<file path="src/ooo_pkg.sv">
`default_nettype none

package ooo_pkg;

    // reorder buffer size, tag width follows from it
    localparam int ROB_DEPTH = 8;
    localparam int TAG_W     = $clog2(ROB_DEPTH);

    typedef logic [TAG_W-1:0] rob_tag_t;

    // integer operations handled by the ALUs
    typedef enum logic [3:0] {
        OP_ADD,
        OP_SUB,
        OP_SLL,
        OP_SLT,
        OP_SLTU,
        OP_XOR,
        OP_SRL,
        OP_SRA,
        OP_OR,
        OP_AND,
        OP_LUI
    } alu_op_t;

    // decoded instruction at the queue head
    typedef struct packed {
        alu_op_t     op;
        logic [4:0]  rd;
        logic [4:0]  rs1;
        logic [4:0]  rs2;
        logic [31:0] imm;
        logic        use_imm;
    } ctrl_word_t;

    // one source operand, either a value or a pending tag
    typedef struct packed {
        rob_tag_t    tag;
        logic [31:0] data;
        logic        valid;
    } operand_t;

    // station payload written at issue
    typedef struct packed {
        alu_op_t  op;
        operand_t src1;
        operand_t src2;
        rob_tag_t rd_tag;
    } res_word_t;

    // ready-to-run word from a station to its ALU
    typedef struct packed {
        alu_op_t     op;
        logic [31:0] src1;
        logic [31:0] src2;
        rob_tag_t    rd_tag;
    } exec_word_t;

    typedef struct packed {
        logic        valid;
        rob_tag_t    tag;
        logic [31:0] data;
    } cdb_wr_t;

    typedef struct packed {
        logic [4:0]  rd;
        logic [31:0] data;
    } commit_t;

endpackage

`default_nettype wire

</file>
<file path="src/cdb.sv">
`timescale 1ns/1ps
`default_nettype none

module cdb import ooo_pkg::*; #(
    parameter int NUM_RS = 4
) (
    input  logic                       clk_i,
    input  logic                       rst_n_i,
    input  cdb_wr_t [NUM_RS-1:0]       wr_i,
    input  logic                       free_valid_i,
    input  rob_tag_t                   free_tag_i,
    output logic [ROB_DEPTH-1:0]       done_o,
    output logic [ROB_DEPTH-1:0][31:0] data_o
);

    // done bit per ROB slot, cleared when the slot retires
    always_ff @(posedge clk_i) begin
        if (!rst_n_i) begin
            done_o <= '0;
        end else begin
            if (free_valid_i) done_o[free_tag_i] <= 1'b0;
            for (int i = 0; i < NUM_RS; i++) begin
                if (wr_i[i].valid) done_o[wr_i[i].tag] <= 1'b1;
            end
        end
    end

    // result store indexed by tag
    always_ff @(posedge clk_i) begin
        for (int i = 0; i < NUM_RS; i++) begin
            if (wr_i[i].valid) data_o[wr_i[i].tag] <= wr_i[i].data;
        end
    end

    for (genvar i = 0; i < NUM_RS; i++) begin : g_wr_chk
        // a slot gets one result per allocation
        assert property (@(posedge clk_i) disable iff (!rst_n_i)
            wr_i[i].valid |-> !done_o[wr_i[i].tag]);
        for (genvar j = i + 1; j < NUM_RS; j++) begin : g_pair
            // in-flight tags are unique across stations
            assert property (@(posedge clk_i) disable iff (!rst_n_i)
                !(wr_i[i].valid && wr_i[j].valid && wr_i[i].tag == wr_i[j].tag));
        end
    end

endmodule

`default_nettype wire

</file>
<file path="config.mk">
export PLATFORM = sky130hd
export DESIGN_NAME = cdb
export DESIGN_NICKNAME = d
export VERILOG_FILES = /design/src/ooo_pkg.sv /design/src/cdb.sv
export SDC_FILE = /design/constraint.sdc
export NUM_CORES = 1
export LEC_CHECK = 0
export BUFFER_PORTS_ARGS = -buffer_cell sky130_fd_sc_hd__buf_4
export CAP_MARGIN = 5
export CORE_MARGIN = 10
export CORE_UTILIZATION = 53
export DETAILED_ROUTE_END_ITERATION = 8
export PLACE_DENSITY = 0.83
export SETUP_SLACK_MARGIN = 0.15
export SLEW_MARGIN = 20
export SYNTH_ARGS = -nofsm -noshare
export SYNTH_HDL_FRONTEND = slang
export SYNTH_SLANG_ARGS = --single-unit
</file>
<file path="constraint.sdc">
create_clock -name clk_i -period 2.4 [get_ports clk_i]
set_input_delay 0.48 -clock clk_i [delete_from_list [all_inputs] [get_ports clk_i]]
set_output_delay 0.48 -clock clk_i [all_outputs]
set_load 0.01 [all_outputs]
</file>
==> results.md <==
* Status: complete, no violations
* Mean Syn Cell Area at roughly 8.7 um2
* DRC violations left at 0
* Hold endpoint: data_o[53]$_DFF_P_
* TNS Setup at 0 ns
* GRT overflow at 0
* Ys Warns at 0
* Setup crit start: wr_i[143]
* Largest net degree at the start of global routing at 65
* Via density at ~7.3
* Overall power at 15.8 mW
* CTS H-tree lvls at 1
* FMAX at 584 MHz
* Synthesized cell area at 14600 um2
* Layout area overhead at 26.6%
* Hold path startpoint: wr_i[129]
* Chip width at roughly 190 um
* Worst Reg-to-Reg Cells at 2
* Leakage power at around 8.4 nW
* Gr busiest metal: met2
* IO Port Bufs at 413
* Initial DRT Pass Iterations at 6
* Slew at the pin closest to its max-slew limit at 0.958 ns
* Power density cells at ~850 nW/um2
* Longest Clk Path Bufs at 3
* Iteration-0 DRC Markers at between 2k and 3k
* Post-CTS setup buffers at 0
* Number of global-route vias before repair at ~16k
* Wire length per cell at approximately 30 um
* Routability cong. at around 1
* Layout cells sized above 1 at 0.304
* Yosys reg bits at around 260
* Most frequent cells in the layout: buf_4, dfxtp_1, nor2_1, mux2i_1, o22ai_1
* Syn_nets at ~1.8k
* Detail Route Antenna Nets at 0
* Die H at between 150 and 200 um
* Boundary pin count at around 410
* GR Layer Usage met2 at 0.588
* Hold slack at between 0.2 and 0.3 ns
* Met1 Use GR at 0.433
* Worst flop-to-flop path endpoint: data_o[158]$_DFF_P_
* Synth cell types at 31
* Clock Skews at 0 ns
* Worst skew pair latency at approximately 0.56 ns
* Hold Fails Final Rpt at 0
* Sequential fraction of the synthesis area at 0.362
* CP Max Fanout at 33
* Detailed Place HPWL at between 40 and 50 mm
* # clock sinks at about 260
* Reg2reg start: data_o[158]$_DFF_P_
* HP Class: input port to register
* Met3 usage at 0.112
* Clock slew at reported path FFs at about 0.060 ns
* Overall routing resource usage at 0.368
* Worst Setup End Kind: register
* # setup viols final at 0
* Number of buffers created by CTS at 29
* Starting density of the core at 0.541
* Core area at between 20000 and 30000 um2
* Nets at between 2k and 2.5k
* First-pass GRT wire length at about 100 mm
* CTS Root Cell: clkbuf_16
* Hold depth at 3
* CTS tree: yes
* Crit start category: input port
* Initial antenna violation count at 5
* Slew Limit Fails at 0
* Min Tclk post-route at roughly 1.7 ns
* Crit path kind: input port to register
* Leading cell type in the layout, fill and taps excluded: buf_4
* Critical path required time at between 2 and 3 ns
* Die area at roughly 35000 um2
* PostCTS Resize Cnt at 0
* Slew Limit Headroom at 0.361
* Worst vdd ir at 0.524 mV
* R2R Setup Slk at 1.39 ns
* Number of hold buffers added after cts at 0
* Unrepaired setup endpoints after global routing: no
* Fin crit share at 0.713
* Rows at 60
* Total Wirelength at about 68 mm
* Cells after Synth at ~1.7k
* Routed via count at ~16k
* Critical path arrival at approximately 2.1 ns
* Max-cap viol count at 0
[stage by stage]
step | util | area, um2 | std cells | worst slack, ns
final | 0.685 | 18500 | 2239 | 0.689
after global routing | 0.685 | 18500 | 2239 | 0.667
after CTS | 0.684 | 18500 | 2235 | 0.772
after detailed placement | 0.649 | 17500 | 2181 | 0.231
after global placement | 0.649 | 17500 | 2181 | 0.247
after floorplan | - | 14600 | 1679 | 0.402
[area by class of cell]
cell class / count / area, um2
repair buffers: 469 / 3620
well taps: 341 / 427
diodes: 4 / 10.0
flip-flops and latches: 264 / 5290
clock buffers: 47 / 903
clock inverters: 7 / 63.8
multi-input cells: 1106 / 8190
inverters: 1 / 3.75
fillers: 2147 / 8520
[state kept, by name (all words and copies together), names as in the netlist]
name and flops:
data_o 256, done_o 8
[critical path, cell delays in order]
cell	delay [ns]
buf_4	0.12
nor2b_1	0.42
nand2_2	0.09
and3_2	0.55
a221oi_1	0.47
[power by group]
part | switching (mW) | total, mW | internal (mW)
Sequential | 0.752 | 6.18 | 5.43
Clock | 1.90 | 4.56 | 2.66
Combinational | 2.49 | 5.04 | 2.55
Total | 5.14 | 15.8 | 10.6
[how the worst max path moves through the flow]
stage                          endpoint  slack [ns]
floorplan            data_o[12]$_DFF_P_        0.40
global placement      data_o[0]$_DFF_P_        0.25
detailed placement    data_o[1]$_DFF_P_        0.23
CTS                          data_o[20]        0.77
global route        data_o[130]$_DFF_P_        0.67
finish              data_o[158]$_DFF_P_        0.69
[cells in the mapped netlist, drive strengths merged]
cell	number	area (um2)
nor4b	1	8.76
nor2b	6	37.5
nor2	260	976
o22ai	256	1600
o21ai	1	5.00
a21oi	6	30.0
clkbuf	164	617
a31oi	5	31.3
a221oi	256	2420
nand2b	7	46.3
nand4bb	5	56.3
o31ai	1	7.51
nor4bb	2	20.0
nand4b	9	78.8
nand2	11	41.3
inv	1	3.75
mux2i	256	2560
and3	8	55.1
dfxtp	264	5290
buf	144	631
nand4	5	31.3
or4b	2	20.0
nand3	9	45.0
[per-layer routing]
| layer | part of all wire | vias to the layer above |
|---|---|---|
| li1 | - | 6847 |
| met1 | 0.34 | 7661 |
| met2 | 0.45 | 1555 |
| met3 | 0.15 | 329 |
| met4 | 0.062 | 2 |
| met5 | 0.00012 | - |
[cell families (layout without fill, tap and decap cells)]
family | Yosys count | count (layout) | synth area share
AO/OA/AOI/OAI | 525 | 525 | 0.280
AND/OR/NAND/NOR | 325 | 325 | 0.0969
buffers and inverters | 309 | 524 | 0.0856
flip-flops | 264 | 264 | 0.362
multiplexers | 256 | 256 | 0.175
other | 0 | 4 | 0
No activity file was read; power rests on OpenSTA's default activity.
