===== src/ooo_pkg.sv =====
`default_nettype none

package ooo_pkg;

    // reorder buffer size, tag width follows from it
    localparam int ROB_DEPTH = 8;
    localparam int TAG_W     = $clog2(ROB_DEPTH);

    typedef logic [TAG_W-1:0] rob_tag_t;

    // integer operations handled by the ALUs
    typedef enum logic [3:0] {
        OP_ADD,
        OP_SUB,
        OP_SLL,
        OP_SLT,
        OP_SLTU,
        OP_XOR,
        OP_SRL,
        OP_SRA,
        OP_OR,
        OP_AND,
        OP_LUI
    } alu_op_t;

    // decoded instruction at the queue head
    typedef struct packed {
        alu_op_t     op;
        logic [4:0]  rd;
        logic [4:0]  rs1;
        logic [4:0]  rs2;
        logic [31:0] imm;
        logic        use_imm;
    } ctrl_word_t;

    // one source operand, either a value or a pending tag
    typedef struct packed {
        rob_tag_t    tag;
        logic [31:0] data;
        logic        valid;
    } operand_t;

    // station payload written at issue
    typedef struct packed {
        alu_op_t  op;
        operand_t src1;
        operand_t src2;
        rob_tag_t rd_tag;
    } res_word_t;

    // ready-to-run word from a station to its ALU
    typedef struct packed {
        alu_op_t     op;
        logic [31:0] src1;
        logic [31:0] src2;
        rob_tag_t    rd_tag;
    } exec_word_t;

    typedef struct packed {
        logic        valid;
        rob_tag_t    tag;
        logic [31:0] data;
    } cdb_wr_t;

    typedef struct packed {
        logic [4:0]  rd;
        logic [31:0] data;
    } commit_t;

endpackage

`default_nettype wire


===== src/regfile.sv =====
`timescale 1ns/1ps
`default_nettype none

module regfile import ooo_pkg::*; (
    input  logic        clk_i,
    input  logic        rst_n_i,
    input  logic [4:0]  rs1_i,
    input  logic [4:0]  rs2_i,
    output logic [31:0] data1_o,
    output logic [31:0] data2_o,
    output logic [1:0]  busy_o,
    output rob_tag_t    tag1_o,
    output rob_tag_t    tag2_o,
    input  logic        rename_i,
    input  logic [4:0]  rename_rd_i,
    input  rob_tag_t    rename_tag_i,
    input  logic        commit_valid_i,
    input  commit_t     commit_i,
    input  rob_tag_t    commit_tag_i
);
    logic [31:0][31:0] regs_q;
    logic [31:0]       busy_q;
    rob_tag_t [31:0]   tag_q;

    // x0 is never renamed or written so it reads zero and idle
    assign data1_o = regs_q[rs1_i];
    assign data2_o = regs_q[rs2_i];
    assign busy_o  = {busy_q[rs2_i], busy_q[rs1_i]};
    assign tag1_o  = tag_q[rs1_i];
    assign tag2_o  = tag_q[rs2_i];

    always_ff @(posedge clk_i) begin
        if (!rst_n_i) begin
            regs_q <= '0;
            busy_q <= '0;
            tag_q  <= '0;
        end else begin
            if (commit_valid_i && commit_i.rd != 5'd0) begin
                regs_q[commit_i.rd] <= commit_i.data;
                // younger producer still owns the register
                if (tag_q[commit_i.rd] == commit_tag_i) begin
                    busy_q[commit_i.rd] <= 1'b0;
                end
            end
            // rename comes last and wins on a shared register
            if (rename_i && rename_rd_i != 5'd0) begin
                busy_q[rename_rd_i] <= 1'b1;
                tag_q[rename_rd_i]  <= rename_tag_i;
            end
        end
    end

endmodule

`default_nettype wire


===== config.mk =====
export PLATFORM = sky130hd
export DESIGN_NAME = regfile
export DESIGN_NICKNAME = d
export VERILOG_FILES = /design/src/ooo_pkg.sv /design/src/regfile.sv
export SDC_FILE = /design/constraint.sdc
export NUM_CORES = 2
export LEC_CHECK = 0
export BUFFER_PORTS_ARGS = -buffer_cell sky130_fd_sc_hd__buf_2
export CELL_PAD_IN_SITES_DETAIL_PLACEMENT = 0
export CELL_PAD_IN_SITES_GLOBAL_PLACEMENT = 1
export CORE_MARGIN = 1.5
export CORE_UTILIZATION = 40
export CTS_BUF_LIST = sky130_fd_sc_hd__clkbuf_8
export CTS_CLUSTER_SIZE = 30
export DETAILED_ROUTE_END_ITERATION = 10
export HOLD_SLACK_MARGIN = 0.08
export PLACE_DENSITY_LB_ADDON = 0.2
export SYNTH_ARGS = -nofsm -noshare
export SYNTH_HDL_FRONTEND = slang
export SYNTH_SLANG_ARGS = --single-unit

===== constraint.sdc =====
create_clock -name clk_i -period 10.25 [get_ports clk_i]
set_input_delay 1.5375 -clock clk_i [delete_from_list [all_inputs] [get_ports clk_i]]
set_output_delay 1.5375 -clock clk_i [all_outputs]
set_load 0.005 [all_outputs]

==> run_results.csv <==
group,metric,value,unit
run_status,outcome,"completed",
worst_hold_path,hold_class,"reg2reg",
setup_path,start_kind,"primary input",
floorplan,ios,134,
floorplan,die-area,155000,sq um
cells_and_area,area_growth_syn_to_layout,10.2,%
cts,cts_buffer_depth,3,
grt,grt_max_degree,232,
synth,ys_types,37,
grt,overflow,0,
cells_and_area,nets,6060,
worst_hold_path,holdCritStartpoint,"regs_q[202]$_SDFFE_PN0P_",
cells_and_area,finalNonFillerCells,8191,
synth,ys_warn_count,0,
placed_design,place.gp.congestion,0.821,
timing,whs,473,ps
setup_path,r2r_start,"tag_q[54]$_SDFFE_PN0P_",
power_and_ir_drop,ir_drop,116,uV
worst_hold_path,hold_depth,2,
setup_path,crit_arrival,4710,ps
cells_and_area,fillers,14500,
routing,vias,49200,
floorplan,start_util,0.403,
setup_path,regToRegEndpoint,"busy_q[6]$_SDFF_PN0_",
cts,clk-insertion-delay-late,990,ps
setup_path,rr_worst_depth,7,
floorplan,row_count,143,
setup_path,crit_buf_inv,3,
run,cap_violations,0,
setup_path,path_max_fanout,72,
placed_design,dpl.hpwl,134000,um
cts,cts_buffers,208,
synth,synth_fp_nets,6242,
synth,synth_edf_count,0,
grt,first_global_vias,47800,
grt,antenna_found_initial,16,
setup_path,critical_path.cell_chain,"buf_8 > buf_4 > mux4_2 > mux4_2 > mux2_2 > buf_2",
routing,via_per_inst,6.01,
grt,grt_pass1_wl,346000,um
synth,ys_async_sr_fraction,0,
routing,dr.pass1.iters,6,
cts,clk_pin_slew,60,ps
worst_hold_path,min_to,"regs_q[202]$_SDFFE_PN0P_",
setup_path,cp_common_cell,"mux4_2",
setup_path,crit_type,"in2out",
timing,finalHoldViolCount,0,
synth,synth_top_area_share,0.378,
placed_design,port_buffers,133,
power_and_ir_drop,p_leak,0.0219,uW
floorplan,core_area,152000,sq um
floorplan,die_width,394,um
synth,synth.cell_area,61100,sq um
setup_path,cpLargestDelayFamily,"buffers and inverters",
routing,wirelength,240000,um
power_and_ir_drop,p_per_area,144,nW/um^2
cts,cts_hold_buf,0,
cts,htreeDepth,4,
floorplan,die-height,394,um
synth,yosysTopAreaCell,"dfxtp_1",
synth,ys.flop_type,"dfxtp_1",
timing,final_max_slew_viol_count,0,
routing,drtAntennaViolNets,0,
timing,fin_crit_sh,0.609,
synth,yosysMostFrequentCell,"nand2_1",
routing,wl_per_cell,29.3,um
setup_path,endpoint_kind,"primary output",
synth,ys_seq_area_frac,0.378,
cts,post_cts_buffers,0,
cts,cts_tree,"yes",
timing,fmaxAchievable,160,MHz
setup_path,r2r_slack,7280,ps
timing,setup_viol,0,
synth,netlist_instances,6180,
timing,tightest_slew,1190,ps
timing,rsz0062_at_grt,"no",
synth,netlist_top_cells_count,"nand2_1, dfxtp_1, a21boi_0",
timing,period_minus_slack,6240,ps
routing,drt_iter0_drc,5166,
grt,grt_usage,0.305,
setup_path,cp_data_required_time,8710,ps
setup_path,worst_path_max_delay_cell,"buf_4",
timing,clock_skew,50.4,ps
placed_design,dpl.cell_count,7818,
cells_and_area,drive_above_1_share,0.227,
routing,drc_errors,0,
cts,clockRootBuffer,"clkbuf_8",
timing,slew_headroom,0.203,
synth,synth_area_per_cell,9.88,sq um
timing,tns,0,ps
synth,synthTopCellsByArea,"dfxtp_1, mux4_2, nand2_1",
cts,cts.sinks,1152,
cts,cts_resized,0,
setup_path,cpPeakStageDelay,810,ps
synth,synth_seq_cells,1152,
==> power by group <==
group / internal, uW / switching, uW / total [uW]
Clock: 2330 / 2090 / 4430
Combinational: 263 / 492 / 756
Sequential: 4510 / 24.8 / 4540
Total: 7110 / 2610 / 9720
==> worst max-delay path by stage <==
| stage | slack (ps) | startpoint | end | cells after the start |
|---|---|---|---|---|
| after floorplan | 4840 | rs2_i[0] | busy_o[1] | 7 |
| after global placement | 4040 | rs2_i[0] | data2_o[9] | 6 |
| after detailed placement | 4030 | rs2_i[0] | data2_o[9] | 6 |
| after CTS | 4030 | rs2_i[0] | data2_o[9] | 6 |
| after global routing | 3860 | rs2_i[0] | data2_o[9] | 6 |
| final | 4010 | rs1_i[1] | data1_o[27] | 6 |
==> area by class of cell <==
| cell class | instances | area [sq um] | share of cell area |
|---|---|---|---|
| flip-flops and latches | 1152 | 23100 | 0.343 |
| multi-input cells | 4390 | 35900 | 0.533 |
| repair buffers | 235 | 1610 | 0.0239 |
| diodes | 5 | 12.5 | 0.000186 |
| inverters | 11 | 41.3 | 0.000613 |
| clock inverters | 104 | 533 | 0.00792 |
| well taps | 2030 | 2540 | 0.0377 |
| clock buffers | 264 | 3630 | 0.0540 |
==> kinds of logic after synthesis <==
group           after synthesis  share of synthesized area
simple gates               2355                      0.150
compound gates             1190                      0.143
xor+xnor                      1                   0.000143
flops                      1152                      0.378
mux                         844                      0.289
buf+inv                     638                     0.0400
==> tightest hold or removal path, stage by stage, from the launching register on <==
cell and delay [ps]:
dfxtp_1 310, nand2_1 50, a21boi_0 60
==> flip-flops by register name, indices dropped and copies added (netlist names) <==
| signal | count |
|---|---|
| busy_q | 32 |
| regs_q | 1024 |
| tag_q | 96 |
==> cell usage in the layout, fill, tap and decap left out, types with 6 or more instances in the layout <==
master / count
nand2_1: 2122
dfxtp_1: 1152
a21boi_0: 1070
mux4_2: 728
clkbuf_8: 264
buf_2: 122
buf_4: 96
inv_1: 86
mux2_2: 72
o21ai_0: 68
nor2_1: 49
mux2i_1: 44
and2_1: 40
nand2_2: 31
nor2b_1: 30
nor2_4: 24
a41oi_1: 17
a31oi_1: 14
clkinv_2: 14
nand3_1: 13
o22ai_1: 12
nand2b_1: 10
buf_12: 8
nor3_2: 7
nand4_1: 6
==> stage by stage <==
stage / util / power (uW) / worst slack, ps / instance area [sq um]
floorplan: - / 5130 / 4840 / 61100
global placement: 0.416 / 5380 / 4040 / 63100
detailed placement: 0.416 / 5380 / 4030 / 63100
CTS: 0.444 / 9790 / 4030 / 67300
global route: 0.444 / 10000 / 3860 / 67300
finish: 0.444 / 9720 / 4010 / 67300
==> routing by layer <==
| layer | wire (um) | global-route usage |
|---|---|---|
| met5 | 26 | 0 |
| met4 | 8610 | 0.109 |
| met3 | 19500 | 0.0593 |
| met2 | 111000 | 0.485 |
| met1 | 101000 | 0.413 |
No activity file was read; power rests on OpenSTA's default activity.
