[src/ooo_pkg.sv]
`default_nettype none

package ooo_pkg;

    // reorder buffer size, tag width follows from it
    localparam int ROB_DEPTH = 8;
    localparam int TAG_W     = $clog2(ROB_DEPTH);

    typedef logic [TAG_W-1:0] rob_tag_t;

    // integer operations handled by the ALUs
    typedef enum logic [3:0] {
        OP_ADD,
        OP_SUB,
        OP_SLL,
        OP_SLT,
        OP_SLTU,
        OP_XOR,
        OP_SRL,
        OP_SRA,
        OP_OR,
        OP_AND,
        OP_LUI
    } alu_op_t;

    // decoded instruction at the queue head
    typedef struct packed {
        alu_op_t     op;
        logic [4:0]  rd;
        logic [4:0]  rs1;
        logic [4:0]  rs2;
        logic [31:0] imm;
        logic        use_imm;
    } ctrl_word_t;

    // one source operand, either a value or a pending tag
    typedef struct packed {
        rob_tag_t    tag;
        logic [31:0] data;
        logic        valid;
    } operand_t;

    // station payload written at issue
    typedef struct packed {
        alu_op_t  op;
        operand_t src1;
        operand_t src2;
        rob_tag_t rd_tag;
    } res_word_t;

    // ready-to-run word from a station to its ALU
    typedef struct packed {
        alu_op_t     op;
        logic [31:0] src1;
        logic [31:0] src2;
        rob_tag_t    rd_tag;
    } exec_word_t;

    typedef struct packed {
        logic        valid;
        rob_tag_t    tag;
        logic [31:0] data;
    } cdb_wr_t;

    typedef struct packed {
        logic [4:0]  rd;
        logic [31:0] data;
    } commit_t;

endpackage

`default_nettype wire

[src/rob.sv]
`timescale 1ns/1ps
`default_nettype none

module rob import ooo_pkg::*; (
    input  logic                       clk_i,
    input  logic                       rst_n_i,
    input  logic                       alloc_i,
    input  logic [4:0]                 alloc_rd_i,
    output rob_tag_t                   alloc_tag_o,
    output logic                       full_o,
    input  logic [ROB_DEPTH-1:0]       done_i,
    input  logic [ROB_DEPTH-1:0][31:0] data_i,
    output logic                       commit_valid_o,
    output commit_t                    commit_o,
    output rob_tag_t                   commit_tag_o
);
    localparam int CNT_W = $clog2(ROB_DEPTH + 1);

    rob_tag_t                  head_q;
    rob_tag_t                  tail_q;
    logic [CNT_W-1:0]          count_q;
    logic [ROB_DEPTH-1:0][4:0] rd_q;
    logic                      retire;

    // tail slot is the tag handed out at issue
    assign alloc_tag_o = tail_q;
    assign full_o      = count_q == CNT_W'(ROB_DEPTH);
    // in order, only the head may leave
    assign retire      = count_q != '0 && done_i[head_q];

    always_ff @(posedge clk_i) begin
        if (!rst_n_i) begin
            head_q         <= '0;
            tail_q         <= '0;
            count_q        <= '0;
            commit_valid_o <= 1'b0;
        end else begin
            commit_valid_o <= retire;
            if (alloc_i) tail_q <= tail_q + 1'b1;
            if (retire) head_q <= head_q + 1'b1;
            count_q <= count_q + CNT_W'(alloc_i) - CNT_W'(retire);
        end
    end

    // destination per entry and the registered commit word
    always_ff @(posedge clk_i) begin
        if (alloc_i) rd_q[tail_q] <= alloc_rd_i;
        if (retire) begin
            commit_o.rd   <= rd_q[head_q];
            // x0 always retires as zero
            commit_o.data <= (rd_q[head_q] == 5'd0) ? 32'd0 : data_i[head_q];
            commit_tag_o  <= head_q;
        end
    end

    // queue holds its word while the buffer is full
    assert property (@(posedge clk_i) disable iff (!rst_n_i)
        alloc_i |-> !full_o);

endmodule

`default_nettype wire

[config.mk]
export PLATFORM = sky130hd
export DESIGN_NAME = rob
export DESIGN_NICKNAME = d
export VERILOG_FILES = /design/src/ooo_pkg.sv /design/src/rob.sv
export SDC_FILE = /design/constraint.sdc
export NUM_CORES = 1
export LEC_CHECK = 0
export BUFFER_PORTS_ARGS = -buffer_cell sky130_fd_sc_hd__buf_4
export CAP_MARGIN = 20
export CORE_AREA = 3 3 124 126
export CTS_BUF_LIST = sky130_fd_sc_hd__clkbuf_4
export DETAILED_ROUTE_END_ITERATION = 8
export DIE_AREA = 0 0 127 129
export GPL_TIMING_DRIVEN = 0
export PLACE_DENSITY = 0.78
export SLEW_MARGIN = 15
export SYNTH_ARGS = -nofsm -noshare
export SYNTH_HDL_FRONTEND = slang
export SYNTH_SLANG_ARGS = --single-unit
[constraint.sdc]
create_clock -name clk_i -period 5.55 [get_ports clk_i]
set_input_delay 0.2775 -clock clk_i [delete_from_list [all_inputs] [get_ports clk_i]]
set_output_delay 0.2775 -clock clk_i [all_outputs]
set_load 0.005 [all_outputs]
==> results.md <==
* Highest clock frequency the design can meet at a little over 300 MHz
* Biggest area contributors in the synthesized netlist: edfxtp_1 43%, mux4_2 29%, mux2i_1 6.2%
* # clock sinks at 91
* Number of antenna violations at the first check in global routing at 0
* DIE HEIGHT at approximately 130 um
* TritonCTS clock tree: done
* Clk Latency, worst-skew pair at 0.46 ns
* Clock transition at the registers of the reported paths at 0.16 ns
* Most area-hungry cell type in the Yosys netlist: edfxtp_1
* Run status: finished, final reports clean
* Power per standard cell area at roughly 380 nW/um2
* Required time at the worst-slack endpoint at ~5.9 ns
* Reg-to-Reg Start: head_q[2]
* Number of inserted diodes at 0
* Number of placed instances, taps included at around 840
* Overall power after layout at about 3.2 mW
* Seq cells post-synth at between 90 and 100
* Critical Path Fanout Max at 10
* I/O pin count at between 300 and 400
* Worst ir drop on vdd at 244 uV
* Sequential cell area fraction in the yosys report at between 40% and 50%
* Routed wire length per instance at 22.0 um
* Setup repair after global routing missed its margin: no
* Average via count per standard cell at about 5.4
* Clock Root Buffer: clkbuf_4
* Total wirelength of the detailed-routed design at ~19 mm
* Buffer count from post-CTS setup fixing at 0
* Number of enable-type register cells in the synthesized netlist at 80
* Via count of the first global-routing pass at 4,943
* Layout Cells excl Fill at around 860
* DRC Markers at 0
* First-pass GRT wire length at roughly 28 mm
* Full die area at around 16,000 um2
* Number of different library cells in the post-synthesis netlist at 39
* Startpoint of the lowest-slack hold path: alloc_rd_i[2]
* Number of H-tree levels at 3
* Total via count in the routed design at approximately 4,600
* Final critical-path share of the clock period at just under 60%
* Max_cap viols at 0
* Arrival time worst endpoint at 3.66 ns
* Internal power summed over all cells at 2.04 mW
* Type of the most critical hold path: in -> reg
* Detailed Place HPWL at ~16 mm
* Core footprint at approximately 14,000 um2
* Average cell area after synthesis at between 15 and 20 um2
* Worst Setup End Kind: flip-flop
* DRT Pass-1 Iters at 4
* Routed Antenna Nets at 0
* Synth top cells by count: 80 x edfxtp_1, 73 x mux4_2, 35 x mux2i_1
* Category of the critical setup timing path: reg -> reg
* Number of nets in the layout at about 950
* Die W at about 130 um
* Number of nets produced by synthesis at around 620
* Number of hold-slack violations in the final timing report at 0
* Cell row count at 44
* Maximum number of pins on one net before global-route repair at 19
* Worst Setup Start Kind: flip-flop
* Number of pins exceeding their max-slew limit in the final report at 0
* Clock share of power at a little under an eighth
* Reg power frac at between 30% and 40%
* Synth Flop Type: edfxtp_1
* Global Route Usage Sum at between 20% and 30%
* Initial detailed-routing violation count at ~220
* Sw Share at a little over a third
* Leakage power of the design at 3.30 nW
* Net switching power at about 1.1 mW
* Number of instances in the synthesized netlist at about 340
* Initial standard-cell utilization of the core at 38.9%
* Area fraction of the dominant cell type after synthesis at between 40% and 50%
* Final worst path period need at 3.29 ns
* Fraction of final layout cells sized beyond drive strength 1 at slightly below 70%
* Filler Cell Count at ~1,200
* Max-slew headroom at between 30% and 40%
* Number of warnings reported in the yosys synthesis log at 0
* Setup violation total in the final timing report at 0
* Timing startpoint of the critical path: head_q[2]
* Most used standard cell by instance count after synthesis: edfxtp_1
* TritonCTS Buffers at 9
* Post-Route Skew at about 0.016 ns
* Slew of the pin with the lowest slew margin at around 0.96 ns
* Logic gate share of total power at a little over half
* Final estimated routing congestion in global placement at 0.849
* Synthesized area at ~5600 um2
* Share of flip-flops with an asynchronous set or reset after synthesis at 0%
* P&R area growth vs syn at 49.5%
* Overflow left after global routing at 0
* Input/output buffers at about 320
* Maximum number of buffers from clock root to sink at 2
## flip-flops by register name, indices dropped and copies added, names as in the netlist
name            count
rd_q               40
alloc_tag_o         3
head_q              3
commit_tag_o        3
commit_o           37
count_q             4
commit_valid_o      1
## critical path: stages, from the launching register on
cell	delay [ns]
dfxtp_1	0.36
clkbuf_1	0.37
clkbuf_1	0.54
nor2_1	0.24
nor3_2	0.54
ha_1	0.35
inv_1	0.06
ha_1	0.17
fa_1	0.42
and2_1	0.16
## power by group through the flow
stage	logic (mW)	registers, mW	clock network, mW
6_report	1.75	1.07	0.363
5_1_grt	1.89	1.09	0.401
4_1_cts	1.78	1.07	0.373
3_5_place_dp	1.77	1.09	0
3_3_place_gp	1.70	1.10	0
2_1_floorplan	1.07	1.10	0
## final timing paths
kind,cells past startpoint,endpoint,slack [ns]
min reg2reg,0,commit_tag_o[2],0.47
min,1,rd_q[7],0.04
max reg2reg,9,count_q[1],2.26
max,9,count_q[1],2.26
## repair_timing
item	in CTS	in global routing
hold buffers	0	1
resized for setup	0	0
hold endpoints to repair	0	1
setup endpoints to repair	0	0
## cell families (layout without fill, tap and decap cells)
family	count (synthesis)	count (layout)	share of synthesized area [%]
muxes	115	115	37.5
DFF	91	91	46.7
AOI/OAI and AO/OA	42	42	6.17
and+or+nand+nor	37	37	3.52
buffers and inverters	37	374	3.28
adders and majority gates	9	9	2.14
xor gates and xnor gates	4	4	0.624
## per-stage QoR
step	area, um2	setup slack (ns)	hold WS [ns]	setup TNS, ns	util [%]
after global routing	8390	2.06	0.00479	0	58.2
after detailed placement	8250	2.25	0.430	0	57.2
final	8390	2.26	0.0447	0	58.2
after floorplan	5610	0.217	0.376	0	-
after CTS	8380	2.25	0.00457	0	58.1
after global placement	8220	-1.79	0.422	-33.88	57.0
## routing by layer
| layer | vias up | track usage (%) | wire [um] |
|---|---|---|---|
| met5 | - | 0 | 0 |
| met4 | 0 | 6.75 | 398 |
| met3 | 27 | 5.44 | 1470 |
| met2 | 218 | 40.3 | 10200 |
| met1 | 2288 | 26.2 | 6810 |
| li1 | 2063 | - | - |
## placed cells by master (no fill, tap or decap), types with 2 or more instances in the layout
cell      synthesis  routed
dfxtp_1          11      11
and2_1            4       4
mux4_1            2       2
nor2b_1           2       2
nand2b_1          3       3
xnor2_1           3       3
buf_1             4       4
clkbuf_4          0       9
mux2i_1          35      35
inv_6             0       4
mux2_2            3       3
buf_6             4       4
buf_4             0     320
nand2_1           5       5
clkbuf_1          9       9
inv_1             7       7
mux4_2           73      73
ha_1              8       8
nor3_1            3       2
a21oi_1           5       5
inv_8             0       2
nor2_1           14      14
a21oi_2          30      30
edfxtp_1         80      80
buf_2            12      12
## area by class of cell
cell class	instances	area, um2	share of cell area [%]
well taps	184	230	2.74
inverters	8	30.0	0.358
flip-flops and latches	91	2620	31.3
clock inverters	7	62.6	0.746
repair buffers	321	2410	28.8
plain buffers	29	154	1.83
multi-input cells	207	2810	33.5
clock buffers	9	67.6	0.805
No activity file was read; power rests on OpenSTA's default activity.
