$ cat config.mk
export PLATFORM = sky130hd
export DESIGN_NAME = instr_queue
export DESIGN_NICKNAME = d
export VERILOG_FILES = /design/src/ooo_pkg.sv /design/src/instr_queue.sv
export SDC_FILE = /design/constraint.sdc
export NUM_CORES = 1
export LEC_CHECK = 0
export ABC_CLOCK_PERIOD_IN_PS = 6500
export BUFFER_PORTS_ARGS = -buffer_cell sky130_fd_sc_hd__buf_2
export CAP_MARGIN = 30
export CORE_AREA = 2 2 184 186
export DETAILED_ROUTE_END_ITERATION = 8
export DIE_AREA = 0 0 186 188
export PLACE_DENSITY_LB_ADDON = 0.2
export RECOVER_POWER = 25
export SETUP_SLACK_MARGIN = 0.5
export SYNTH_ARGS = -nofsm -noshare
export SYNTH_HDL_FRONTEND = slang
export SYNTH_SLANG_ARGS = --single-unit
$ cat constraint.sdc
create_clock -name clk_i -period 6.5 [get_ports clk_i]
set_clock_uncertainty 0.2 [all_clocks]
set_input_delay 0.65 -clock clk_i [delete_from_list [all_inputs] [get_ports clk_i]]
set_output_delay 0.65 -clock clk_i [all_outputs]
set_load 0.02 [all_outputs]
$ cat src/ooo_pkg.sv
`default_nettype none

package ooo_pkg;

    // reorder buffer size, tag width follows from it
    localparam int ROB_DEPTH = 8;
    localparam int TAG_W     = $clog2(ROB_DEPTH);

    typedef logic [TAG_W-1:0] rob_tag_t;

    // integer operations handled by the ALUs
    typedef enum logic [3:0] {
        OP_ADD,
        OP_SUB,
        OP_SLL,
        OP_SLT,
        OP_SLTU,
        OP_XOR,
        OP_SRL,
        OP_SRA,
        OP_OR,
        OP_AND,
        OP_LUI
    } alu_op_t;

    // decoded instruction at the queue head
    typedef struct packed {
        alu_op_t     op;
        logic [4:0]  rd;
        logic [4:0]  rs1;
        logic [4:0]  rs2;
        logic [31:0] imm;
        logic        use_imm;
    } ctrl_word_t;

    // one source operand, either a value or a pending tag
    typedef struct packed {
        rob_tag_t    tag;
        logic [31:0] data;
        logic        valid;
    } operand_t;

    // station payload written at issue
    typedef struct packed {
        alu_op_t  op;
        operand_t src1;
        operand_t src2;
        rob_tag_t rd_tag;
    } res_word_t;

    // ready-to-run word from a station to its ALU
    typedef struct packed {
        alu_op_t     op;
        logic [31:0] src1;
        logic [31:0] src2;
        rob_tag_t    rd_tag;
    } exec_word_t;

    typedef struct packed {
        logic        valid;
        rob_tag_t    tag;
        logic [31:0] data;
    } cdb_wr_t;

    typedef struct packed {
        logic [4:0]  rd;
        logic [31:0] data;
    } commit_t;

endpackage

`default_nettype wire

$ cat src/instr_queue.sv
`timescale 1ns/1ps
`default_nettype none

module instr_queue import ooo_pkg::*; #(
    parameter int NUM_RS = 4
) (
    input  logic                       clk_i,
    input  logic                       rst_n_i,
    input  logic                       instr_valid_i,
    input  logic [31:0]                instr_i,
    output logic                       instr_ready_o,
    input  logic                       rob_full_i,
    input  rob_tag_t                   alloc_tag_i,
    output logic                       rob_alloc_o,
    input  logic [NUM_RS-1:0]          rs_empty_i,
    output logic [NUM_RS-1:0]          rs_load_o,
    output res_word_t                  res_word_o,
    output logic [4:0]                 rs1_o,
    output logic [4:0]                 rs2_o,
    input  logic [31:0]                rf_data1_i,
    input  logic [31:0]                rf_data2_i,
    input  logic [1:0]                 rf_busy_i,
    input  rob_tag_t                   rf_tag1_i,
    input  rob_tag_t                   rf_tag2_i,
    input  logic [ROB_DEPTH-1:0]       cdb_done_i,
    input  logic [ROB_DEPTH-1:0][31:0] cdb_data_i,
    output logic                       rename_o,
    output logic [4:0]                 rename_rd_o
);
    localparam int QUEUE_DEPTH = 4;
    localparam int PTR_W       = $clog2(QUEUE_DEPTH);

    localparam logic [6:0] OPC_OP  = 7'b0110011;
    localparam logic [6:0] OPC_IMM = 7'b0010011;
    localparam logic [6:0] OPC_LUI = 7'b0110111;

    logic [QUEUE_DEPTH-1:0][31:0] fifo_q;
    logic [PTR_W-1:0]             wr_ptr_q;
    logic [PTR_W-1:0]             rd_ptr_q;
    logic [PTR_W:0]               count_q;
    logic [31:0]                  head_word;
    ctrl_word_t                   ctrl;
    logic                         supported;
    logic                         head_valid;
    logic                         issue;
    logic                         push;
    logic                         pop;
    logic [NUM_RS-1:0]            load_sel;

    // busy source resolves from the bus once its result is done
    function automatic operand_t resolve(input logic busy, input rob_tag_t tag,
                                         input logic [31:0] rf_data,
                                         input logic [ROB_DEPTH-1:0] done,
                                         input logic [ROB_DEPTH-1:0][31:0] bus_data);
        operand_t opnd;
        opnd.tag   = tag;
        opnd.valid = !busy || done[tag];
        opnd.data  = busy ? bus_data[tag] : rf_data;
        return opnd;
    endfunction

    assign instr_ready_o = count_q != (PTR_W+1)'(QUEUE_DEPTH);
    assign head_valid    = count_q != '0;
    assign head_word     = fifo_q[rd_ptr_q];
    assign push          = instr_valid_i && instr_ready_o;
    // unsupported words fall out of the queue without issue
    assign pop           = head_valid && (issue || !supported);

    // RV32I decode of the head word
    always_comb begin
        ctrl.rd      = head_word[11:7];
        ctrl.rs1     = head_word[19:15];
        ctrl.rs2     = head_word[24:20];
        ctrl.imm     = {{20{head_word[31]}}, head_word[31:20]};
        ctrl.use_imm = 1'b1;
        supported    = 1'b1;
        case (head_word[14:12])
            3'b000:  ctrl.op = (head_word[6:0] == OPC_OP && head_word[30]) ? OP_SUB : OP_ADD;
            3'b001:  ctrl.op = OP_SLL;
            3'b010:  ctrl.op = OP_SLT;
            3'b011:  ctrl.op = OP_SLTU;
            3'b100:  ctrl.op = OP_XOR;
            3'b101:  ctrl.op = head_word[30] ? OP_SRA : OP_SRL;
            3'b110:  ctrl.op = OP_OR;
            default: ctrl.op = OP_AND;
        endcase
        case (head_word[6:0])
            OPC_OP:  ctrl.use_imm = 1'b0;
            OPC_IMM: ctrl.rs2 = 5'd0;
            OPC_LUI: begin
                ctrl.op  = OP_LUI;
                ctrl.rs1 = 5'd0;
                ctrl.rs2 = 5'd0;
                ctrl.imm = {head_word[31:12], 12'b0};
            end
            default: supported = 1'b0;
        endcase
    end

    // isolate lowest empty station
    assign load_sel = rs_empty_i & (~rs_empty_i + NUM_RS'(1));
    assign issue    = head_valid && supported && !rob_full_i && (|rs_empty_i);

    assign rs_load_o   = issue ? load_sel : '0;
    assign rob_alloc_o = issue;
    assign rename_o    = issue;
    assign rename_rd_o = ctrl.rd;
    assign rs1_o       = ctrl.rs1;
    assign rs2_o       = ctrl.rs2;

    always_comb begin
        res_word_o.op     = ctrl.op;
        res_word_o.rd_tag = alloc_tag_i;
        res_word_o.src1   = resolve(rf_busy_i[0], rf_tag1_i, rf_data1_i, cdb_done_i, cdb_data_i);
        res_word_o.src2   = resolve(rf_busy_i[1], rf_tag2_i, rf_data2_i, cdb_done_i, cdb_data_i);
        // immediate forms carry the constant as a ready operand
        if (ctrl.use_imm) begin
            res_word_o.src2.tag   = '0;
            res_word_o.src2.data  = ctrl.imm;
            res_word_o.src2.valid = 1'b1;
        end
    end

    // queue pointers
    always_ff @(posedge clk_i) begin
        if (!rst_n_i) begin
            wr_ptr_q <= '0;
            rd_ptr_q <= '0;
            count_q  <= '0;
        end else begin
            if (push) wr_ptr_q <= wr_ptr_q + 1'b1;
            if (pop) rd_ptr_q <= rd_ptr_q + 1'b1;
            count_q <= count_q + (PTR_W+1)'(push) - (PTR_W+1)'(pop);
        end
    end

    always_ff @(posedge clk_i) begin
        if (push) fifo_q[wr_ptr_q] <= instr_i;
    end

    // occupancy never passes the queue depth
    assert property (@(posedge clk_i) disable iff (!rst_n_i)
        count_q <= (PTR_W+1)'(QUEUE_DEPTH));

endmodule

`default_nettype wire

==> metrics <==
vias in the first global route 8870; startpoint types register; Yosys warnings 0; final hold viol count 0; Post-synth top cells mux4_2, edfxtp_1, nand2_1; dpl cells 1603; port buffer count 473; Sequential Area 0.00399 mm²; Synth async-reset ratio 0; root buffer cell clkbuf_16; fin crit share 0.701; count of cell types in the netlist 48; final setup vio count 0; CTS max path bufs 2; leakage 0.00536 µW; Max Slew Vio Count 0; critical path's slowest cell a21boi_4; HP Class input port to register; H-Tree Depth 4; top cell type's share of synthesized area 0.379; Finished Cell Area 0.0134 mm²; Place WS 1.98 ns; chip height 188 µm; row cnt 67; CP Max Fanout 27; DRT Pass-1 Iters 5; clk_lat worst skew 0.40 ns; Worst-Margin Slew 1.01 ns; Main synth FF type edfxtp_1; # Post-CTS Setup Buffers 0; Layout Cells excl Fill 1642; post-synthesis sequential element count 135; proportion of layout cells with a drive suffix above 1 0.554; CP endpoint kind primary output; Placed Area 0.0128 mm²; Multi-input gate area 0.00580 mm²; status complete, no violations; Area Growth Syn to Fin 32.5%; critical-path cell list or4bb_1, a221o_1, a21boi_4, nor2_2, a31oi_1, buf_2; Data arrival, critical path 3.70 ns; Post-Synthesis Cells 749; Setup TNS 0 ns; GRT overflow 0; total power 3990 µW; VDD IR max 0.217 mV; antenna violations before repair 13; gr usage total 0.221; post-cts sizing count 0; Post-route DRC 0; Final WS setup 1.95 ns; GP Congestion 0.860; vias per cell 5.42; core area 0.0331 mm²; hold buffers post-CTS 0; first-pass GRT wire length 56400 µm; EDFF count, synth 128; worst path required time 5.65 ns; library cell with the largest summed area after synthesis edfxtp_1; dpl hpwl 30900 µm; DR WL/cell 24.4 µm; Num CTS Buffers 17; mapped cell area 0.0101 mm²; pin count of the biggest net entering global routing 67; Die Wd 186 µm; CP Class register to primary output; leading post-synthesis cells by cell area edfxtp_1, mux4_2, mux2i_1; slowest stage delay, CP 0.78 ns; PD cells 297 mW/mm²; Iter 0 DRT Violations 595; DIE AREA 0.0350 mm²; via count 8904; fmax 220 MHz; clock transition at the registers of the reported paths 0.05 ns; NumNets Final 1560; minimum clock period 4.55 ns; CTS tree yes; clock sinks 135; post-synth net total 1135; Starting Density 0.306; max-cap violation count 0; Total Wirelength 40000 µm; Mean Syn Cell Area 13.5 µm²; # fillers 3259; Ports 480; most numerous cell in the Yosys netlist mux4_2; antenna-violating nets left 0; sequential-to-total area share from yosys stat 0.393; Rel. slew slack 0.323; RSZ-0062 raised after global routing false
stage by stage:
step	utilization	hold slack (ns)
5_1_grt	0.406	0.258
6_report	0.406	0.258
3_5_place_dp	0.387	0.299
2_1_floorplan	-	0.269
4_1_cts	0.406	0.242
3_3_place_gp	0.387	0.296
state kept, by name (all words and copies together), names as in the netlist:
name / cells
fifo_q: 128
count_q: 3
wr_ptr_q: 2
rd_ptr_q: 2
power by group:
group | internal [µW] | leakage, µW | switching (µW) | total [µW]
Clock | 674 | 0.000298 | 338 | 1010
Combinational | 742 | 0.00383 | 1090 | 1830
Sequential | 1070 | 0.00123 | 78.6 | 1140
area by class of cell:
type                            count  share of cell area
Antenna cell                        8             0.00149
Tap cell                          448              0.0417
Multi-Input combinational cell    530               0.431
Inverter                            7             0.00195
Clock buffer                       17              0.0316
Timing Repair Buffer              483               0.180
Clock inverter                     14              0.0154
Sequential cell                   135               0.296
logic make-up after synthesis:
family	count (synthesis)	share of synthesized area
adder cells (fa/ha/maj)	7	0.00937
AO/OA/AOI/OAI	109	0.0734
AND/OR/NAND/NOR	212	0.0932
multiplexers	198	0.392
buffers and inverters	84	0.0365
flip-flops	135	0.393
XOR/XNOR	4	0.00345
layout by cell type, fill, tap and decap left out, types with 14 or more instances in the layout:
cell	synthesis	layout
buf_2	20	447
mux4_2	159	159
nand2_1	95	95
edfxtp_1	128	128
a311o_1	19	19
a31oi_1	20	20
clkbuf_16	0	17
mux2i_1	37	37
a21oi_1	37	37
nor2_1	62	62
o21ai_0	14	14
clkbuf_1	38	23
layer usage:
| layer | wire (µm) | part of all wire | vias up | track usage |
|---|---|---|---|---|
| li1 | - | - | 3934 | - |
| met1 | 15900 | 0.40 | 4479 | 0.285 |
| met2 | 20300 | 0.51 | 434 | 0.373 |
| met3 | 2890 | 0.072 | 47 | 0.0396 |
| met4 | 849 | 0.021 | 10 | 0.0724 |
| met5 | 71 | 0.0018 | - | 0 |
path summary, 6_finish.rpt:
kind	startpoint	endpoint	slack (ns)	cells past startpoint
worst max-delay path	rd_ptr_q[0]	res_word_o[16]	1.95	6
worst min-delay path	rst_n_i	count_q[0]	0.26	2
worst max register to register	rd_ptr_q[0]	count_q[2]	2.03	13
worst min register to register	wr_ptr_q[1]	wr_ptr_q[1]	0.30	2
worst max-delay path, delay by kind of cell, from the launching register on:
kind                   cells  cell delay, ns
flip-flops                 1            0.46
AND/OR/NAND/NOR            2            0.92
buffers and inverters      1            0.25
AO/OA/AOI/OAI              3            1.64
Power figures use the tool's default switching activity.
