**src/ooo_pkg.sv**
```systemverilog
`default_nettype none

package ooo_pkg;

    // reorder buffer size, tag width follows from it
    localparam int ROB_DEPTH = 8;
    localparam int TAG_W     = $clog2(ROB_DEPTH);

    typedef logic [TAG_W-1:0] rob_tag_t;

    // integer operations handled by the ALUs
    typedef enum logic [3:0] {
        OP_ADD,
        OP_SUB,
        OP_SLL,
        OP_SLT,
        OP_SLTU,
        OP_XOR,
        OP_SRL,
        OP_SRA,
        OP_OR,
        OP_AND,
        OP_LUI
    } alu_op_t;

    // decoded instruction at the queue head
    typedef struct packed {
        alu_op_t     op;
        logic [4:0]  rd;
        logic [4:0]  rs1;
        logic [4:0]  rs2;
        logic [31:0] imm;
        logic        use_imm;
    } ctrl_word_t;

    // one source operand, either a value or a pending tag
    typedef struct packed {
        rob_tag_t    tag;
        logic [31:0] data;
        logic        valid;
    } operand_t;

    // station payload written at issue
    typedef struct packed {
        alu_op_t  op;
        operand_t src1;
        operand_t src2;
        rob_tag_t rd_tag;
    } res_word_t;

    // ready-to-run word from a station to its ALU
    typedef struct packed {
        alu_op_t     op;
        logic [31:0] src1;
        logic [31:0] src2;
        rob_tag_t    rd_tag;
    } exec_word_t;

    typedef struct packed {
        logic        valid;
        rob_tag_t    tag;
        logic [31:0] data;
    } cdb_wr_t;

    typedef struct packed {
        logic [4:0]  rd;
        logic [31:0] data;
    } commit_t;

endpackage

`default_nettype wire

```
**src/reservation_station.sv**
```systemverilog
`timescale 1ns/1ps
`default_nettype none

module reservation_station import ooo_pkg::*; (
    input  logic                       clk_i,
    input  logic                       rst_n_i,
    input  logic                       load_i,
    input  res_word_t                  res_word_i,
    input  logic [ROB_DEPTH-1:0]       cdb_done_i,
    input  logic [ROB_DEPTH-1:0][31:0] cdb_data_i,
    output logic                       empty_o,
    output logic                       exec_valid_o,
    output exec_word_t                 exec_word_o
);
    logic      busy_q;
    res_word_t word_q;

    // pending operand picks up its value once the tag is done
    function automatic operand_t snoop(input operand_t opnd,
                                       input logic [ROB_DEPTH-1:0] done,
                                       input logic [ROB_DEPTH-1:0][31:0] bus_data);
        operand_t nxt;
        nxt = opnd;
        if (!opnd.valid && done[opnd.tag]) begin
            nxt.data  = bus_data[opnd.tag];
            nxt.valid = 1'b1;
        end
        return nxt;
    endfunction

    assign empty_o      = !busy_q;
    // fires once both sources hold values
    assign exec_valid_o = busy_q && word_q.src1.valid && word_q.src2.valid;

    assign exec_word_o.op     = word_q.op;
    assign exec_word_o.src1   = word_q.src1.data;
    assign exec_word_o.src2   = word_q.src2.data;
    assign exec_word_o.rd_tag = word_q.rd_tag;

    // occupancy, freed on the firing edge
    always_ff @(posedge clk_i) begin
        if (!rst_n_i) begin
            busy_q <= 1'b0;
        end else if (load_i) begin
            busy_q <= 1'b1;
        end else if (exec_valid_o) begin
            busy_q <= 1'b0;
        end
    end

    // payload plus wake-up from the bus
    always_ff @(posedge clk_i) begin
        if (load_i) begin
            word_q <= res_word_i;
        end else begin
            word_q.src1 <= snoop(word_q.src1, cdb_done_i, cdb_data_i);
            word_q.src2 <= snoop(word_q.src2, cdb_done_i, cdb_data_i);
        end
    end

    // issue only ever targets an empty station
    assert property (@(posedge clk_i) disable iff (!rst_n_i)
        load_i |-> !busy_q);

endmodule

`default_nettype wire

```
**config.mk**
```make
export PLATFORM = sky130hd
export DESIGN_NAME = reservation_station
export DESIGN_NICKNAME = d
export VERILOG_FILES = /design/src/ooo_pkg.sv /design/src/reservation_station.sv
export SDC_FILE = /design/constraint.sdc
export NUM_CORES = 1
export LEC_CHECK = 0
export BUFFER_PORTS_ARGS = -buffer_cell sky130_fd_sc_hd__buf_2
export CAP_MARGIN = 20
export CORE_AREA = 2 2 164 166
export CTS_BUF_LIST = sky130_fd_sc_hd__clkbuf_2
export DETAILED_ROUTE_END_ITERATION = 6
export DIE_AREA = 0 0 166 168
export PLACE_DENSITY_LB_ADDON = 0.1
export SETUP_SLACK_MARGIN = 0.5
export SYNTH_ARGS = -nofsm -noshare
export SYNTH_HDL_FRONTEND = slang
export SYNTH_SLANG_ARGS = --single-unit
```
**constraint.sdc**
```tcl
create_clock -name clk_i -period 12.42 [get_ports clk_i]
set_input_delay 0 -clock clk_i [delete_from_list [all_inputs] [get_ports clk_i]]
set_output_delay 0 -clock clk_i [all_outputs]
set_load 0.02 [all_outputs]
```
==> metrics.csv, run 1 <==
stage,metric,value,unit
run_status,status,"complete, no violations",
routing,drt.antenna.violating_nets,0,
setup_path,crit_start,word_q[72]$_DFFE_PP_,
placed_design,dp.cells,1388,
routing,viasPerCell,5.20,
timing,fin_crit_sh,29.3,%
timing,hold_violations,0,
synthesis,ys_async_sr_fraction,0,%
cells_and_area,fin_cells,1560,
power_and_ir_drop,peakVddDrop,0.0636,mV
setup_path,r2r-end,exec_word_o[45]$_DFFE_PP_,
global_routing,grt_usage,21.9,%
setup_path,slowest_stage,buf_4,
placed_design,io_buffer_count,418,
setup_path,crit_path_end_kind,flop,
synthesis,syn_avg_cell_area,10.7,um2
setup_path,critPathMaxFanout,68,
clocking,cts_max_level,3,
placed_design,place_hpwl,22100,um
cells_and_area,multi_input_area,4770,um2
die,rows,60,
die,boundaryPins,419,
clocking,numClockSinks,80,
cells_and_area,syn_to_final_growth,41.0,%
die,initial_core_util,30.9,%
die,die-area,27900,um2
routing,drt_iter0_drc,551,
synthesis,syn_area,8140,um2
cells_and_area,seqCellArea,2390,um2
clocking,cts_made_buffers,9,
synthesis,synthSimpleGateAreaFrac,3.90,%
timing,finalCriticalPeriod,3.64,ns
routing,vias,8110,
die,die_w,166,um
routing,wl_per_cell,20.7,um
synthesis,synth_compound_gate_area_share,19.6,%
synthesis,yosys.area.top_type,edfxtp_1,
setup_path,crit_type,reg -> reg,
timing,setup_viol,0,
timing,fmax,0.275,GHz
power_and_ir_drop,p_per_area,82.1,nW/um2
timing,final_max_slew_viol_count,0,
timing,finClkSkew,0.0630,ns
global_routing,grt_pass1_wl,47300,um
clocking,cts_setup_buffers,0,
synthesis,synthAdderAreaFrac,0,%
timing,slew_headroom,24.7,%
global_routing,antenna_found_initial,3,
timing,finalSetupTns,0,ns
cells_and_area,final_core_util,43.6,%
setup_path,worstReg2RegStart,word_q[72]$_DFFE_PP_,
synthesis,synth_nets,1109,
routing,drc,0,
timing,fin_ws,8.78,ns
setup_path,critPathRequiredTime,12.79,ns
routing,wirelength,32200,um
timing,rsz0062_at_grt,no,
placed_design,post-place-ws,9.02,ns
timing,worst_pin_slew,1.13,ns
setup_path,max_stage_delay,0.94,ns
synthesis,synth_edf_count,79,
worst_hold_path,min_path_cells,4,
timing,hold_slack,0.106,ns
synthesis,synth_top_family_by_area,multiplexers,
synthesis,ys_top_cells_by_count,"mux2_2 (130), mux2i_1 (128), edfxtp_1 (79)",
cells_and_area,nNetsFinal,1556,
synthesis,synth_mux_area_share,34.3,%
synthesis,netlist.area_leader.share,29.1,%
synthesis,synth_most_common_cell,mux2_2,
placed_design,gp_congestion,0.808,
run,maxCapViolCount,0,
cells_and_area,drive_gt1_share,50.0,%
setup_path,path_cells,buf_4 > buf_4 > mux2_2 > o22ai_1 > o31ai_1 > dlygate4sd3_1,
global_routing,grt_pass1_vias,8235,
cells_and_area,fill_cells,2624,
synthesis,syn_inst,763,
worst_hold_path,hold_path_class,in -> reg,
die,design.core.area,26400,um2
power_and_ir_drop,power_leakage,0.00520,uW
setup_path,start_kind,flop,
setup_path,crit_end,exec_word_o[45]$_DFFE_PP_,
clocking,path_clk_slew,0.28,ns
synthesis,synthXorXnorAreaFrac,0,%
synthesis,synth-main-ff-cell,edfxtp_1,
clocking,post_cts_resized,0,
clocking,cts_tree,built,
clocking,ctsHoldBuffers,151,
synthesis,yosysWarnings,0,
die,die_h,168,um
routing,drt_first_pass_iters,6,
clocking,cts_max_path_buffers,2,
global_routing,globalRouteOverflowTotal,0,
clocking,cts_root_buf,clkbuf_2,
global_routing,grt_start_max_net_pins,76,
setup_path,r2r_cells,6,
setup_path,rrSetupSlack,8.78,ns
synthesis,ys_seq_elements,80,
synthesis,yosysUniqueCellTypes,24,
clocking,insertion_delay,0.58,ns
setup_path,cp.arrival,4.01,ns
setup_path,crit_top_cell,buf_4,
synthesis,synthTopCellsByArea,"edfxtp_1 (29%), mux2_2 (18%), mux2i_1 (16%)",
synthesis,synth_seq_area_share,29.4,%
## registers in the layout, indices dropped and copies added (netlist names)
| name | flops |
|---|---|
| exec_word_o | 71 |
| busy_q | 1 |
| word_q | 8 |
## layer usage
metal  up-vias  global-route usage (%)  wire (um)
li1       3810                       -          -
met1      3916                    27.1      13400
met2       333                    38.0      16000
met3        51                    4.80       2080
met4         0                    6.96        765
met5         -                       0          0
## final cells by class
class,instances,area share [%]
timing repair buffer,580,32.7
tap,341,3.72
clock inverter,7,0.687
clock buffer,9,0.392
antenna,4,0.0872
sequential,80,20.8
multi-input combinational,537,41.5
inverter,2,0.0654
## layout by cell type, fill, tap and decap left out, types with 3 or more instances in the layout
master	netlist	final
clkbuf_2	1	9
nand2_1	66	64
buf_4	75	9
buf_16	0	3
edfxtp_1	79	79
clkinvlp_4	0	3
dlygate4sd3_1	0	151
o31ai_1	46	44
buf_2	10	417
o31ai_2	20	20
o22ai_1	66	66
mux2_2	130	130
mux2i_1	128	128
diode_2	0	4
a22o_1	64	64
nor2b_1	5	3
## where the power goes
part / total (uW) / switching (uW) / internal, uW
Clock: 158 / 110 / 48.0
Combinational: 438 / 218 / 220
Sequential: 346 / 11.8 / 334
Total: 943 / 340 / 603
## worst min-delay path by stage
stage	slack, ns	from	endpoint
6_report	0.11	cdb_done_i[6]	exec_word_o[34]$_DFFE_PP_
5_1_grt	0.0006	res_word_i[74]	word_q[74]$_DFFE_PP_
4_1_cts	0.0007	res_word_i[77]	exec_word_o[69]$_DFFE_PP_
3_5_place_dp	0.18	res_word_i[2]	exec_word_o[2]$_DFFE_PP_
3_3_place_gp	0.18	res_word_i[2]	exec_word_o[2]$_DFFE_PP_
2_1_floorplan	0.1	res_word_i[0]	exec_word_o[0]$_DFFE_PP_
## worst max-delay path: cells and delay by family (launching register included)
family / cells / cell delay [ns]
AO/OA/AOI/OAI: 2 / 0.26
multiplexers: 1 / 0.42
flip-flops: 1 / 0.39
buffers and inverters: 3 / 2.28
## kinds of logic (layout without fill, tap and decap cells)
family | Yosys count | count (layout)
mux | 260 | 260
compound gates | 199 | 199
buf+inv | 146 | 598
flops | 80 | 80
simple gates | 78 | 78
other cells | 0 | 4
## through the flow
step / area (um2) / power (uW)
2_1_floorplan: 8140 / 626
3_3_place_gp: 9750 / 729
3_5_place_dp: 9800 / 732
4_1_cts: 11400 / 952
5_1_grt: 11500 / 994
6_report: 11500 / 943
No activity file was read; power rests on OpenSTA's default activity.
==> run 2: changes to the inputs <==
--- a/config.mk
+++ b/config.mk
@@ -5,12 +5,13 @@
 export SDC_FILE = /design/constraint.sdc
 export NUM_CORES = 1
 export LEC_CHECK = 0
+export ABC_AREA = 1
 export BUFFER_PORTS_ARGS = -buffer_cell sky130_fd_sc_hd__buf_2
 export CAP_MARGIN = 20
-export CORE_AREA = 2 2 164 166
+export CORE_AREA = 2 2 162 164
 export CTS_BUF_LIST = sky130_fd_sc_hd__clkbuf_2
 export DETAILED_ROUTE_END_ITERATION = 6
-export DIE_AREA = 0 0 166 168
+export DIE_AREA = 0 0 164 166
 export PLACE_DENSITY_LB_ADDON = 0.1
 export SETUP_SLACK_MARGIN = 0.5
 export SYNTH_ARGS = -nofsm -noshare
==> constraint.sdc (replaced) <==
create_clock -name clk_i -period 3.07 [get_ports clk_i]
set_input_delay 0 -clock clk_i [delete_from_list [all_inputs] [get_ports clk_i]]
set_output_delay 0 -clock clk_i [all_outputs]
set_load 0.02 [all_outputs]
==> metrics.csv, run 2 <==
stage,metric,value,unit,change
run_status,status,"complete, no violations",,unchanged
setup_path,max_stage_delay,0.55,ns,was 0.94 ns
timing,slew_headroom,57.6,%,was 24.7%
setup_path,crit_type,reg -> reg,,unchanged
clocking,insertion_delay,0.64,ns,was 0.58 ns
synthesis,syn_inst,1664,,was 763
clocking,cts_root_buf,clkbuf_2,,unchanged
die,die-area,27200,um2,was 27900 um2
placed_design,post-place-ws,0.983,ns,was 9.02 ns
timing,finClkSkew,0.0408,ns,was 0.0630 ns
power_and_ir_drop,power_leakage,0.00740,uW,was 0.00520 uW
synthesis,ys_seq_elements,80,,unchanged
setup_path,start_kind,flop,,unchanged
cells_and_area,layout_commonest_cell,nand2_1,,was buf_2
power_and_ir_drop,clockPowerShare,16.7,%,was 16.8%
synthesis,yosys.area.top_type,nand2_1,,was edfxtp_1
routing,viasPerCell,5.00,,was 5.20
setup_path,crit_top_cell,nand3_1,,was buf_4
synthesis,netlist.area_leader.share,26.1,%,was 29.1%
worst_hold_path,min_from,res_word_i[75],,was cdb_done_i[6]
setup_path,path_cells,inv_4 > buf_8 > nand2_1 > nand3_1 > nand3_1 > nand3_1 > nand2_1 > dlygate4sd3_1,,was buf_4 > buf_4 > mux2_2 > o22ai_1 > o31ai_1 > dlygate4sd3_1
die,die_h,166,um,was 168 um
routing,wirelength,41600,um,was 32200 um
global_routing,antenna_found_initial,14,,was 3
routing,wl_per_cell,16.8,um,was 20.7 um
global_routing,grt_usage,29.3,%,was 21.9%
setup_path,crit_path_end_kind,flop,,unchanged
clocking,cts_max_level,3,,unchanged
power_and_ir_drop,switching_power,1690,uW,was 340 uW
synthesis,yosysWarnings,0,,unchanged
synthesis,synth-main-ff-cell,edfxtp_1,,unchanged
timing,rsz0062_at_grt,no,,unchanged
worst_hold_path,min_path_cells,2,,was 4
cells_and_area,drive_gt1_share,22.3,%,was 50.0%
timing,fin_ws,0.645,ns,was 8.78 ns
die,initial_core_util,36.9,%,was 30.9%
synthesis,ys_top_cells_by_count,"nand2_1 (658), nand3_1 (462), inv_1 (269)",,"was mux2_2 (130), mux2i_1 (128), edfxtp_1 (79)"
power_and_ir_drop,seqPwrFrac,34.4,%,was 36.7%
clocking,cts_max_path_buffers,2,,unchanged
synthesis,syn_area,9450,um2,was 8140 um2
synthesis,synth_nets,2010,,was 1109
synthesis,ys_async_sr_fraction,0,%,unchanged
synthesis,syn_avg_cell_area,5.68,um2,was 10.7 um2
placed_design,io_buffer_count,418,,unchanged
clocking,path_clk_slew,0.31,ns,was 0.28 ns
clocking,cts_made_buffers,9,,unchanged
timing,fmax,0.412,GHz,was 0.275 GHz
power_and_ir_drop,internal_power,2360,uW,was 603 uW
setup_path,slowest_stage,dlygate4sd3_1,,was buf_4
die,die_w,164,um,was 166 um
setup_path,critPathRequiredTime,3.43,ns,was 12.79 ns
worst_hold_path,hold_path_class,in -> reg,,unchanged
cells_and_area,nNetsFinal,2462,,was 1556
timing,worst_pin_slew,0.636,ns,was 1.13 ns
cells_and_area,final_core_util,50.9,%,was 43.6%
global_routing,grt_pass1_wl,62700,um,was 47300 um
placed_design,gp_congestion,0.833,,was 0.808
die,boundaryPins,419,,unchanged
placed_design,place_hpwl,27000,um,was 22100 um
timing,final_max_slew_viol_count,0,,unchanged
setup_path,r2r_cells,8,,was 6
synthesis,synth_most_common_cell,nand2_1,,was mux2_2
setup_path,cp.arrival,2.78,ns,was 4.01 ns
routing,vias,12352,,was 8110
setup_path,r2r-end,exec_word_o[54]$_DFFE_PP_,,was exec_word_o[45]$_DFFE_PP_
setup_path,worstReg2RegStart,word_q[72]$_DFFE_PP_,,unchanged
run,maxCapViolCount,0,,unchanged
setup_path,rrSetupSlack,0.65,ns,was 8.78 ns
power_and_ir_drop,peakVddDrop,0.187,mV,was 0.0636 mV
synthesis,yosysUniqueCellTypes,16,,was 24
setup_path,crit_start,word_q[72]$_DFFE_PP_,,unchanged
routing,drc,0,,unchanged
timing,hold_violations,0,,unchanged
die,rows,59,,was 60
setup_path,cpLargestDelayFamily,buffers and inverters,,unchanged
routing,drt.antenna.violating_nets,0,,unchanged
synthesis,synth_seq_area_share,25.3,%,was 29.4%
cells_and_area,syn_to_final_growth,38.0,%,was 41.0%
cells_and_area,layout_common_cells,"nand2_1 (656), nand3_1 (462), buf_2 (417), inv_1 (267), dlygate4sd3_1 (181)",,"was buf_2 (417), dlygate4sd3_1 (151), mux2_2 (130), mux2i_1 (128), edfxtp_1 (79)"
power_and_ir_drop,swShare,41.8,%,was 36.1%
synthesis,synthTopCellsByArea,"nand2_1 (26%), edfxtp_1 (25%), nand3_1 (24%)",,"was edfxtp_1 (29%), mux2_2 (18%), mux2i_1 (16%)"
routing,drt_first_pass_iters,6,,unchanged
cells_and_area,largest_reg_flops,71,,unchanged
global_routing,grt_pass1_vias,12019,,was 8235
timing,setup_viol,0,,unchanged
global_routing,globalRouteOverflowTotal,0,,unchanged
setup_path,critPathBufInv,3,,unchanged
power_and_ir_drop,p_per_area,311,nW/um2,was 82.1 nW/um2
die,design.core.area,25600,um2,was 26400 um2
timing,finalCriticalPeriod,2.42,ns,was 3.64 ns
clocking,cts_tree,built,,unchanged
synthesis,synth_edf_count,79,,unchanged
timing,fin_crit_sh,79.0,%,was 29.3%
routing,drt_iter0_drc,1417,,was 551
setup_path,critPathMaxFanout,46,,was 68
power_and_ir_drop,p_comb_share,48.8,%,was 46.5%
global_routing,grt_start_max_net_pins,133,,was 76
clocking,numClockSinks,80,,unchanged
timing,finalSetupTns,0,ns,unchanged
worst_hold_path,whs_endpoint,exec_word_o[67]$_DFFE_PP_,,was exec_word_o[34]$_DFFE_PP_
-- run 2: cell types whose count changed in the layout (fill, tap and decap cells not counted), moves of 44 or more --
| cell | before | now |
|---|---|---|
| a22o_1 | 64 | 0 |
| inv_1 | 2 | 267 |
| mux2_2 | 130 | 0 |
| mux2i_1 | 128 | 0 |
| nand2_1 | 64 | 656 |
| nand3_1 | 0 | 462 |
| o22ai_1 | 66 | 0 |
| o31ai_1 | 44 | 0 |
-- run 2: cell type report --
class | instances | area, um2
multi-input combinational | 1125 | 4820
tap | 335 | 419
inverter | 274 | 1030
fill | 2765 | 12600
clock inverter | 7 | 70.1
antenna | 15 | 37.5
sequential | 80 | 2390
timing repair buffer | 626 | 4220
clock buffer | 9 | 45.0
-- run 2: layer usage --
metal  routed length, um  track usage, %  vias up
met5                   0               0        -
met4                1180            10.6        0
met3                3080            3.42       75
met2               19900            49.8      614
met1               17500            37.9     5655
li1                    -               -     6008
-- run 2: power groups by stage --
stage	registers (uW)	clock network, uW	logic, uW
6_report	1400	678	1980
5_1_grt	1410	727	2170
4_1_cts	1400	688	1940
3_5_place_dp	1420	0	1680
3_3_place_gp	1420	0	1670
2_1_floorplan	1400	0	1240
-- run 2: worst max path at each step --
stage                                     end  cells after the start
global placement    exec_word_o[57]$_DFFE_PP_                      7
finish              exec_word_o[54]$_DFFE_PP_                      8
CTS                 exec_word_o[59]$_DFFE_PP_                      8
floorplan           exec_word_o[10]$_DFFE_PP_                      7
global route        exec_word_o[52]$_DFFE_PP_                      8
detailed placement  exec_word_o[56]$_DFFE_PP_                      7
-- run 2: worst register-to-register path, cell delays in order (launching register included) --
cell and delay, ns:
edfxtp_1 0.53, inv_4 0.28, buf_8 0.34, nand2_1 0.12, nand3_1 0.10, nand3_1 0.09, nand3_1 0.10, nand2_1 0.05
dlygate4sd3_1 0.55
-- run 2: timing repair --
| action | in CTS | in global routing |
|---|---|---|
| resized for setup | 0 | 8 |
| setup endpoints to repair | 0 | 35 |
| hold endpoints to repair | 80 | 0 |
| hold buffers | 181 | 0 |
| buffers inserted | 0 | 2 |
-- run 2: cell families after synthesis --
family	count (synthesis)	share of synthesized area (%)
flops	80	25.3
compound gates	1	0.0795
simple gates	1124	50.8
buf+inv	459	23.7
-- run 2: through the flow --
stage               cells  instance area, um2  hold WS (ns)  total power, uW
detailed placement   2256               11000         0.178             3100
floorplan            1664                9450        0.0989             2640
global placement     2256               11000         0.177             3090
finish               2471               13000        0.0404             4050
global route         2471               13000      0.000308             4310
CTS                  2453               12900       0.00756             4030
